--- src/common/fetch_pkg.sv ---
`default_nettype none

package fetch_pkg;

  parameter int xlen = 32;                    // Data and address width.

  // One bus word, identified by its word address.
  typedef struct packed {
    logic        valid;                       // Entry holds a live address.
    logic [29:0] addr;                        // Byte address bits 31:2.
  } word_tag_t;

  typedef struct packed {
    logic            read;                    // Read strobe.
    logic [xlen-1:0] address;                 // Word aligned read address.
  } mem_req_t;

  typedef struct packed {
    logic            request_ready;           // Bus takes the read this cycle.
    logic            read_data_valid;         // One cycle pulse per accepted read.
    logic [xlen-1:0] read_data;
  } mem_rsp_t;

  typedef struct packed {
    logic [xlen-1:0] istr;                    // Upper half unused by compressed ones.
    logic [xlen-1:0] pc;
  } istr_entry_t;

  typedef enum logic [1:0] {
    pc_hold,                                  // Keep the current pc.
    pc_jump,                                  // Redirect from execute.
    pc_step                                   // Advance past the current instruction.
  } next_pc_sel_t;

  // Full length when the low two bits are both one.
  typedef enum logic {
    istr_half,
    istr_full
  } istr_len_t;

endpackage

`default_nettype wire

--- src/design/fetch_pc.sv ---
`timescale 1ns/1ns
`default_nettype none

module fetch_pc #(
  parameter logic [fetch_pkg::xlen-1:0] reset_addr = '0
) (
  input  logic                       clk,
  input  logic                       rest,
  input  logic                       jump_en,
  input  logic [fetch_pkg::xlen-1:0] jump_addr,
  input  logic                       istr_ok,
  input  fetch_pkg::istr_len_t       istr_len,
  input  logic                       queue_full,
  output logic [fetch_pkg::xlen-1:0] pc,
  output logic [fetch_pkg::xlen-1:0] next_pc,
  output logic                       istr_write
);

  fetch_pkg::next_pc_sel_t sel;

  // A redirect from execute beats a step.
  always_comb begin
    if (jump_en) begin
      sel = fetch_pkg::pc_jump;
    end else if (istr_ok && !queue_full) begin
      sel = fetch_pkg::pc_step;                // Instruction is complete and has a slot.
    end else begin
      sel = fetch_pkg::pc_hold;
    end
  end

  always_comb begin
    case (sel)
      fetch_pkg::pc_jump: next_pc = jump_addr;
      fetch_pkg::pc_step: next_pc = pc + ((istr_len == fetch_pkg::istr_full) ? 32'd4 : 32'd2);
      default:            next_pc = pc;        // Hold.
    endcase
  end

  assign istr_write = (sel == fetch_pkg::pc_step); // Entry goes out with the old pc.

  always_ff @(posedge clk or negedge rest) begin
    if (!rest) begin
      pc <= reset_addr;
    end else begin
      pc <= next_pc;                           // Equal to pc on a hold.
    end
  end

endmodule

`default_nettype wire

--- src/design/prefetch_addr.sv ---
`timescale 1ns/1ns
`default_nettype none

module prefetch_addr #(
  parameter int prefetch_num = 2,
  parameter int wait_depth   = 2,
  parameter int hist_depth   = 2
) (
  input  logic [fetch_pkg::xlen-1:0]                      pc,
  input  logic [fetch_pkg::xlen-1:0]                      next_pc,
  input  logic [1:0]                                      word_request,
  input  fetch_pkg::word_tag_t [wait_depth+hist_depth-1:0] sent_tags,
  input  logic                                            wait_full,
  output fetch_pkg::mem_req_t                             mem_req
);

  logic [prefetch_num-1:0][29:0] pf_word;      // Words from next_pc onward.
  logic [prefetch_num-1:0]       pf_sent;      // Already held or outstanding.
  logic [29:0]                   rd_word;
  logic                          need;

  always_comb begin
    for (int i = 0; i < prefetch_num; i++) begin
      pf_word[i] = next_pc[31:2] + 30'(i);
      pf_sent[i] = 1'b0;
      for (int j = 0; j < wait_depth + hist_depth; j++) begin
        if (sent_tags[j].valid && (sent_tags[j].addr == pf_word[i])) begin
          pf_sent[i] = 1'b1;
        end
      end
    end
  end

  // Demand from the assembler first, then the nearest missing prefetch word.
  always_comb begin
    need    = 1'b1;
    rd_word = pc[31:2];
    if (word_request[0]) begin
      rd_word = pc[31:2];                      // Word holding pc.
    end else if (word_request[1]) begin
      rd_word = pc[31:2] + 30'd1;              // Upper half of a straddling instruction.
    end else begin
      need = 1'b0;
      for (int i = prefetch_num - 1; i >= 0; i--) begin
        if (!pf_sent[i]) begin
          need    = 1'b1;
          rd_word = pf_word[i];                // Lowest index wins.
        end
      end
    end
  end

  assign mem_req.read    = need && !wait_full; // Never overrun the outstanding queue.
  assign mem_req.address = {rd_word, 2'b00};

endmodule

`default_nettype wire

--- src/fetch_buffer/fetch_word_buffer.sv ---
`timescale 1ns/1ns
`default_nettype none

module fetch_word_buffer #(
  parameter int wait_depth = 2,
  parameter int hist_depth = 2
) (
  input  logic                                       clk,
  input  logic                                       rest,
  input  fetch_pkg::mem_req_t                        mem_req,
  input  fetch_pkg::mem_rsp_t                        mem_rsp,
  output logic                                       wait_full,
  output fetch_pkg::word_tag_t [wait_depth-1:0]      pend_tags,
  output fetch_pkg::word_tag_t [hist_depth-1:0]      hist_tags,
  output logic [hist_depth-1:0][fetch_pkg::xlen-1:0] hist_data,
  output fetch_pkg::word_tag_t                       head_tag
);

  fetch_pkg::word_tag_t [wait_depth-1:0] pend_q;   // Entry 0 is the oldest read.
  fetch_pkg::word_tag_t [wait_depth-1:0] pend_nxt;
  logic                                  push;
  logic                                  pop;

  assign push = mem_req.read && mem_rsp.request_ready;   // Read accepted.
  assign pop  = mem_rsp.read_data_valid && pend_q[0].valid;

  assign wait_full = !rest || pend_q[wait_depth-1].valid; // No reads while in reset.
  assign pend_tags = pend_q;
  assign head_tag  = '{valid: pop, addr: pend_q[0].addr}; // Tags the arriving data.

  // Compacted queue. A pop shifts toward entry 0 and a push fills the first free slot.
  always_comb begin
    logic placed;
    pend_nxt = pend_q;
    placed   = 1'b0;
    if (pop) begin
      for (int i = 0; i < wait_depth - 1; i++) begin
        pend_nxt[i] = pend_q[i+1];
      end
      pend_nxt[wait_depth-1] = '0;
    end
    if (push) begin
      for (int i = 0; i < wait_depth; i++) begin
        if (!placed && !pend_nxt[i].valid) begin
          pend_nxt[i] = '{valid: 1'b1, addr: mem_req.address[31:2]};
          placed      = 1'b1;
        end
      end
    end
  end

  always_ff @(posedge clk or negedge rest) begin
    if (!rest) begin
      pend_q    <= '0;
      hist_tags <= '0;                         // All history invalid.
    end else begin
      pend_q <= pend_nxt;
      if (pop) begin
        hist_tags <= {hist_tags[hist_depth-2:0], head_tag}; // Newest at entry 0.
      end
    end
  end

  always_ff @(posedge clk) begin
    if (pop) begin
      hist_data <= {hist_data[hist_depth-2:0], mem_rsp.read_data};
    end
  end

endmodule

`default_nettype wire

--- src/design/istr_assemble.sv ---
`timescale 1ns/1ns
`default_nettype none

module istr_assemble #(
  parameter int wait_depth = 2,
  parameter int hist_depth = 2
) (
  input  logic [fetch_pkg::xlen-1:0]                 pc,
  input  fetch_pkg::word_tag_t [hist_depth-1:0]      hist_tags,
  input  logic [hist_depth-1:0][fetch_pkg::xlen-1:0] hist_data,
  input  fetch_pkg::word_tag_t                       head_tag,
  input  fetch_pkg::mem_rsp_t                        mem_rsp,
  input  fetch_pkg::word_tag_t [wait_depth-1:0]      pend_tags,
  output logic [fetch_pkg::xlen-1:0]                 istr,
  output logic                                       istr_ok,
  output fetch_pkg::istr_len_t                       istr_len,
  output logic [1:0]                                 word_request
);

  fetch_pkg::word_tag_t [hist_depth:0]      avail_tag;  // History plus this cycle's word.
  logic [hist_depth:0][fetch_pkg::xlen-1:0] avail_data;
  logic [1:0][29:0]                         want;       // Word of pc and the one after.
  logic [1:0]                               held;
  logic [1:0]                               sent;
  logic [1:0][fetch_pkg::xlen-1:0]          word;
  logic [15:0]                              half_lo;
  logic [15:0]                              half_hi;
  logic                                     have_hi;

  assign avail_tag  = {head_tag, hist_tags};
  assign avail_data = {mem_rsp.read_data, hist_data};

  always_comb begin
    for (int w = 0; w < 2; w++) begin
      want[w] = pc[31:2] + 30'(w);
      held[w] = 1'b0;
      sent[w] = 1'b0;
      word[w] = '0;
      for (int j = 0; j <= hist_depth; j++) begin
        if (avail_tag[j].valid && (avail_tag[j].addr == want[w])) begin
          held[w] = 1'b1;
          word[w] = avail_data[j];
        end
      end
      for (int j = 0; j < wait_depth; j++) begin
        if (pend_tags[j].valid && (pend_tags[j].addr == want[w])) begin
          sent[w] = 1'b1;                      // Outstanding on the bus.
        end
      end
    end
  end

  assign half_lo = pc[1] ? word[0][31:16] : word[0][15:0];
  assign half_hi = pc[1] ? word[1][15:0] : word[0][31:16];   // Crosses into next word.
  assign have_hi = pc[1] ? held[1] : held[0];

  assign istr     = {half_hi, half_lo};
  assign istr_len = (half_lo[1:0] == 2'b11) ? fetch_pkg::istr_full : fetch_pkg::istr_half;
  assign istr_ok  = held[0] && ((istr_len == fetch_pkg::istr_half) || have_hi);

  assign word_request[0] = !held[0] && !sent[0];
  // Next word only matters for a full instruction at the upper half.
  assign word_request[1] = held[0] && pc[1] && (istr_len == fetch_pkg::istr_full)
                           && !held[1] && !sent[1];

endmodule

`default_nettype wire

--- src/design/istr_queue.sv ---
`timescale 1ns/1ns
`default_nettype none

module istr_queue #(
  parameter int istr_depth = 2
) (
  input  logic                   clk,
  input  logic                   rest,
  input  logic                   flush_en,
  input  logic                   write,
  input  fetch_pkg::istr_entry_t write_entry,
  input  logic                   fd_ready,
  output fetch_pkg::istr_entry_t fd_entry,
  output logic                   fd_valid,
  output logic                   full
);

  localparam int pw = (istr_depth > 1) ? $clog2(istr_depth) : 1;
  localparam int cw = $clog2(istr_depth + 1);

  fetch_pkg::istr_entry_t mem [istr_depth];
  logic [pw-1:0]          wr_ptr;
  logic [pw-1:0]          rd_ptr;
  logic [cw-1:0]          count;
  logic                   do_write;
  logic                   do_read;

  assign full     = (count == cw'(istr_depth));
  assign fd_valid = (count != '0);
  assign fd_entry = mem[rd_ptr];
  assign do_write = write && !full && !flush_en;   // Flush drops a same-cycle write.
  assign do_read  = fd_valid && fd_ready;

  always_ff @(posedge clk or negedge rest) begin
    if (!rest) begin
      wr_ptr <= '0;
      rd_ptr <= '0;
      count  <= '0;
    end else if (flush_en) begin
      wr_ptr <= '0;
      rd_ptr <= '0;
      count  <= '0;                            // Old path gone.
    end else begin
      if (do_write) begin
        wr_ptr <= (wr_ptr == pw'(istr_depth - 1)) ? '0 : wr_ptr + 1'b1;
      end
      if (do_read) begin
        rd_ptr <= (rd_ptr == pw'(istr_depth - 1)) ? '0 : rd_ptr + 1'b1;
      end
      count <= count + cw'(do_write) - cw'(do_read);
    end
  end

  always_ff @(posedge clk) begin
    if (do_write) begin
      mem[wr_ptr] <= write_entry;
    end
  end

endmodule

`default_nettype wire

--- src/design/fetch_top.sv ---
`timescale 1ns/1ns
`default_nettype none

module fetch_top #(
  parameter logic [fetch_pkg::xlen-1:0] reset_addr = '0,
  parameter int prefetch_num = 2,
  parameter int wait_depth   = 2,
  parameter int hist_depth   = 2,
  parameter int istr_depth   = 2
) (
  input  logic                          clk,
  input  logic                          rest,
  output fetch_pkg::mem_req_t           mem_req,
  input  fetch_pkg::mem_rsp_t           mem_rsp,
  input  logic                          jump_en,
  input  logic [fetch_pkg::xlen-1:0]    jump_addr,
  input  logic                          flush_en,
  output fetch_pkg::istr_entry_t        fd_entry,
  output logic                          fd_valid,
  input  logic                          fd_ready
);

  logic [fetch_pkg::xlen-1:0]                      pc;
  logic [fetch_pkg::xlen-1:0]                      next_pc;
  logic                                            istr_write;   // Pc steps, queue takes it.
  logic [fetch_pkg::xlen-1:0]                      istr;
  logic                                            istr_ok;
  fetch_pkg::istr_len_t                            istr_len;
  logic [1:0]                                      word_request; // Current word, next word.
  logic                                            wait_full;
  logic                                            queue_full;
  fetch_pkg::word_tag_t [wait_depth-1:0]           pend_tags;
  fetch_pkg::word_tag_t [hist_depth-1:0]           hist_tags;
  logic [hist_depth-1:0][fetch_pkg::xlen-1:0]      hist_data;
  fetch_pkg::word_tag_t                            head_tag;
  fetch_pkg::word_tag_t [wait_depth+hist_depth-1:0] sent_tags;
  fetch_pkg::istr_entry_t                          write_entry;

  assign sent_tags   = {hist_tags, pend_tags};     // Pending reads in the low entries.
  assign write_entry = '{istr: istr, pc: pc};

  fetch_pc #(
    .reset_addr (reset_addr)
  ) u_pc (
    .clk        (clk),
    .rest       (rest),
    .jump_en    (jump_en),
    .jump_addr  (jump_addr),
    .istr_ok    (istr_ok),
    .istr_len   (istr_len),
    .queue_full (queue_full),
    .pc         (pc),
    .next_pc    (next_pc),
    .istr_write (istr_write)
  );

  prefetch_addr #(
    .prefetch_num (prefetch_num),
    .wait_depth   (wait_depth),
    .hist_depth   (hist_depth)
  ) u_prefetch (
    .pc           (pc),
    .next_pc      (next_pc),
    .word_request (word_request),
    .sent_tags    (sent_tags),
    .wait_full    (wait_full),
    .mem_req      (mem_req)
  );

  fetch_word_buffer #(
    .wait_depth (wait_depth),
    .hist_depth (hist_depth)
  ) u_buffer (
    .clk        (clk),
    .rest       (rest),
    .mem_req    (mem_req),
    .mem_rsp    (mem_rsp),
    .wait_full  (wait_full),
    .pend_tags  (pend_tags),
    .hist_tags  (hist_tags),
    .hist_data  (hist_data),
    .head_tag   (head_tag)
  );

  istr_assemble #(
    .wait_depth   (wait_depth),
    .hist_depth   (hist_depth)
  ) u_assemble (
    .pc           (pc),
    .hist_tags    (hist_tags),
    .hist_data    (hist_data),
    .head_tag     (head_tag),
    .mem_rsp      (mem_rsp),
    .pend_tags    (pend_tags),
    .istr         (istr),
    .istr_ok      (istr_ok),
    .istr_len     (istr_len),
    .word_request (word_request)
  );

  istr_queue #(
    .istr_depth  (istr_depth)
  ) u_queue (
    .clk         (clk),
    .rest        (rest),
    .flush_en    (flush_en),
    .write       (istr_write),
    .write_entry (write_entry),
    .fd_ready    (fd_ready),
    .fd_entry    (fd_entry),
    .fd_valid    (fd_valid),
    .full        (queue_full)
  );

endmodule

`default_nettype wire

--- config.mk ---
export PLATFORM = sky130hd
export DESIGN_NAME = fetch_top
export DESIGN_NICKNAME = d
export VERILOG_FILES = /design/src/common/fetch_pkg.sv /design/src/design/fetch_pc.sv /design/src/design/prefetch_addr.sv /design/src/fetch_buffer/fetch_word_buffer.sv /design/src/design/istr_assemble.sv /design/src/design/istr_queue.sv /design/src/design/fetch_top.sv
export SDC_FILE = /design/constraint.sdc
export NUM_CORES = 1
export LEC_CHECK = 0
export ABC_AREA = 0
export BUFFER_PORTS_ARGS = -buffer_cell sky130_fd_sc_hd__buf_2
export CELL_PAD_IN_SITES_DETAIL_PLACEMENT = 1
export CELL_PAD_IN_SITES_GLOBAL_PLACEMENT = 1
export CORE_UTILIZATION = 30
export DETAILED_ROUTE_END_ITERATION = 6
export GPL_TIMING_DRIVEN = 0
export PLACE_DENSITY = 0.58
export SLEW_MARGIN = 20
export SYNTH_ARGS = -nofsm -noshare
export SYNTH_HDL_FRONTEND = slang
export SYNTH_SLANG_ARGS = --single-unit
--- constraint.sdc ---
create_clock -name clk -period 17.9 [get_ports clk]
set_input_delay 4.475 -clock clk [delete_from_list [all_inputs] [get_ports clk]]
set_output_delay 4.475 -clock clk [all_outputs]
set_load 0.01 [all_outputs]
==> flow_summary.json <==
{
  "outcome": "completed",
  "use_met1": 0.508,
  "ys_seq_area_frac": 0.338,
  "vias": 31100,
  "met3_usage": 0.105,
  "post_drt_via_cell_ratio": 6.39,
  "overflow": 0,
  "critPathLaunch": "mem_rsp[32]",
  "skew_ns": 0.0535,
  "timing.final.crit_period_ns": 17.86,
  "holdWs_ns": 0.448,
  "syn_area_sq_um": 28900,
  "max_slew.worst_pin.slew_ns": 1.32,
  "clkLatencyLatePin_ns": 0.68,
  "crit_slowest_cell": "o311ai_1",
  "worstPathArrival_ns": 13.39,
  "ys_warn_count": 0,
  "worstHoldStart": "u_buffer.hist_data[18]$_DFFE_PP_",
  "core-area_sq_um": 95300,
  "firstDrtPassIters": 5,
  "peakVddDrop_uv": 99.7,
  "syn_area_per_cell_sq_um": 8.80,
  "holdBufCountCts": 0,
  "hpwl_microns": 158000,
  "max_stage_delay_ns": 0.64,
  "clockBufferDepth": 3,
  "worstReg2RegStart": "u_pc.pc[2]$_DFF_PN0_",
  "yosys.area.top_type_share": 0.199,
  "grt_pass1_vias": 30200,
  "synth-edff-count": 192,
  "setup_viol": 0,
  "hold_class": "reg -> reg",
  "synth_seq_cells": 352,
  "synthFlopType": "edfxtp_1",
  "clkTransAtPathRegs_ns": 0.06,
  "placed_cell_area_sq_um": 31900,
  "rows": 113,
  "start_util": 0.304,
  "die-height_microns": 313,
  "grtUsageTotal": 0.401,
  "numPortBuffers": 166,
  "nNetsFinal": 3637,
  "cts.sinks": 352,
  "ios": 169,
  "htreeDepth": 2,
  "endpoint_kind": "output pin",
  "p_leak_uw": 0.0126,
  "slew_viol_final": 0,
  "die_w_microns": 313,
  "fmax_ghz": 0.0560,
  "relSlewSlack": 0.122,
  "synth_area_leaders": "edfxtp_1, dfrtp_1, xnor2_1, nand2_1, mux2i_1",
  "r2r_slack_ns": 5.82,
  "worstHoldPathCells": 0,
  "pre_cts_ws_ns": -1.46,
  "setup_slack_ns": 0.0373,
  "cts_tree": "done",
  "hold_end": "u_buffer.hist_data[50]$_DFFE_PP_",
  "cp-start-kind": "input port",
  "first_iter_violations": 3882,
  "avgRoutedWirePerCell_microns": 41.3,
  "synthArstFlopShare": 0.455,
  "die_area_sq_um": 97700,
  "cts_inserted_buffers": 46,
  "wirelength_microns": 201000,
  "synth_area_leader_cell": "edfxtp_1",
  "netlist_instances": 3288,
  "gr-usage-met2": 0.589,
  "synth.distinct_cells": 120,
  "crit_required_ns": 13.43,
  "p_total_uw": 4210,
  "drive_gt1_frac": 0.177,
  "finalInstanceArea_sq_um": 34100,
  "gp_congestion": 1.07,
  "utilization": 0.358,
  "antenna_found_initial": 6,
  "worstPathMaxFanout": 10,
  "synthToLayoutAreaGrowth_pct": 17.8,
  "grt_busiest_layer": "met2",
  "power_density_nw_per_um2": 124,
  "ant_nets": 0,
  "clk_root_buffer_cell": "clkbuf_16",
  "finalHoldViolCount": 0,
  "drv_cap": 0,
  "path_class": "in -> out",
  "reg2reg_depth": 32,
  "grt_pass1_wl_microns": 268000,
  "drcViolationCount": 0,
  "post-route-period-util": 0.998,
  "r2r-end": "u_buffer.head_tag[27]$_DFF_PN0_",
  "grt_max_degree": 77
}
-- how the worst max path moves through the flow --
stage / endpoint
2_1_floorplan: mem_req[9]
3_3_place_gp: mem_req[14]
3_5_place_dp: mem_req[14]
4_1_cts: mem_req[30]
5_1_grt: mem_req[13]
6_report: mem_req[13]
-- logic make-up after synthesis --
logic type	count (synthesis)	synth area share
multiplexers	171	0.0635
XOR/XNOR	437	0.145
AND/OR/NAND/NOR	1289	0.237
AO/OA/AOI/OAI	642	0.155
adder cells (fa/ha/maj)	7	0.00329
buffers and inverters	389	0.0582
flip-flops	352	0.338
other	1	0.000130
-- cell type report --
cell class	instances	area [sq um]
diodes	5	12.5
plain buffers	302	1390
clock buffers	57	1230
clock inverters	29	335
fillers	11200	61200
inverters	85	328
multi-input cells	2548	18000
flip-flops and latches	352	9770
well taps	1265	1580
repair buffers	224	1470
-- Yosys cell counts (18+ instances only) --
library cell and instances:
o2111ai_1 18, nand3_1 142, nor2_1 152, or4_1 30
buf_2 56, nand4_1 108, dfrtp_1 160, a21o_1 18
or3_1 27, nor3_1 61, inv_1 71, and2_1 28
xnor2_1 312, xor2_1 98, o211ai_1 23, xnor3_1 25
mux2i_1 90, a31oi_1 36, clkbuf_1 179, edfxtp_1 192
o21ai_0 145, and4_1 18, o21ai_1 22, and3_1 37
a21oi_1 107, o31ai_1 27, o21a_1 41, mux2_2 73
nand2b_1 23, nor4_1 65, nor2b_1 21, buf_4 18
buf_1 40, nand2_1 464
-- routing by layer --
metal	vias up	share of wire	wire, microns
li1	12500	-	-
met1	15900	0.40	80300
met2	2049	0.42	83600
met3	658	0.098	19700
met4	2	0.085	17200
met5	-	0.000075	15
-- layout by cell type (no fill, tap or decap), types with 16 or more instances in the layout --
cell       count
nand4_1      108
buf_2        225
clkbuf_1     170
nand3_1      138
edfxtp_1     192
buf_1         34
o31ai_1       27
and4_1        18
clkbuf_16     46
dfrtp_1      159
nor2b_1       20
o211ai_1      23
nor3_1        57
a21oi_1      102
or4_1         30
buf_4         57
nor4_1        60
buf_6         16
mux2_2        73
inv_1         71
xnor2_1      306
nor2_1       142
o2111ai_1     18
nand2_1      462
a211oi_1      16
a31oi_1       32
o21ai_0      140
xor2_1        97
and2_1        26
o21a_1        40
xnor3_1       25
nand2b_1      23
o21ai_1       23
a21o_1        18
and3_1        37
mux2i_1       87
or3_1         25
-- per-stage QoR --
step                      std cells  TNS (ns)
final                          4867         0
after global routing           4862   -0.0134
after CTS                      4845         0
after detailed placement       4740    -33.25
after global placement         4720    -41.56
after floorplan                3289         0
-- state kept, by name, indices dropped and copies added (netlist names) --
| signal | cells |
|---|---|
| u_queue.mem | 128 |
| u_buffer.hist_data | 64 |
| u_buffer.hist_tags | 62 |
| u_buffer.pend_tags | 32 |
| u_pc.pc | 32 |
| u_buffer.head_tag | 30 |
| u_queue.count | 2 |
| u_queue.rd_ptr | 1 |
| u_queue.wr_ptr | 1 |
-- report_power, final --
part / total [uW] / internal (uW) / switching [uW]
Sequential: 1240 / 990 / 250
Clock: 981 / 557 / 424
Combinational: 1990 / 638 / 1360
Total: 4210 / 2190 / 2030
-- timing repair --
action | CTS | global route
setup endpoints to repair | 31 | 31
pin swaps | 10 | 7
resized for setup | 42 | 29
buffers inserted | 20 | 18
-- worst max-delay path: cells and delay by family --
| family | cells | cell delay, ns |
|---|---|---|
| AND/OR/NAND/NOR | 10 | 3.00 |
| multiplexers | 1 | 0.28 |
| adder cells (fa/ha/maj) | 1 | 0.17 |
| buffers and inverters | 9 | 1.94 |
| AO/OA/AOI/OAI | 12 | 3.47 |
Note: power is estimated with default switching activity, not from simulation.
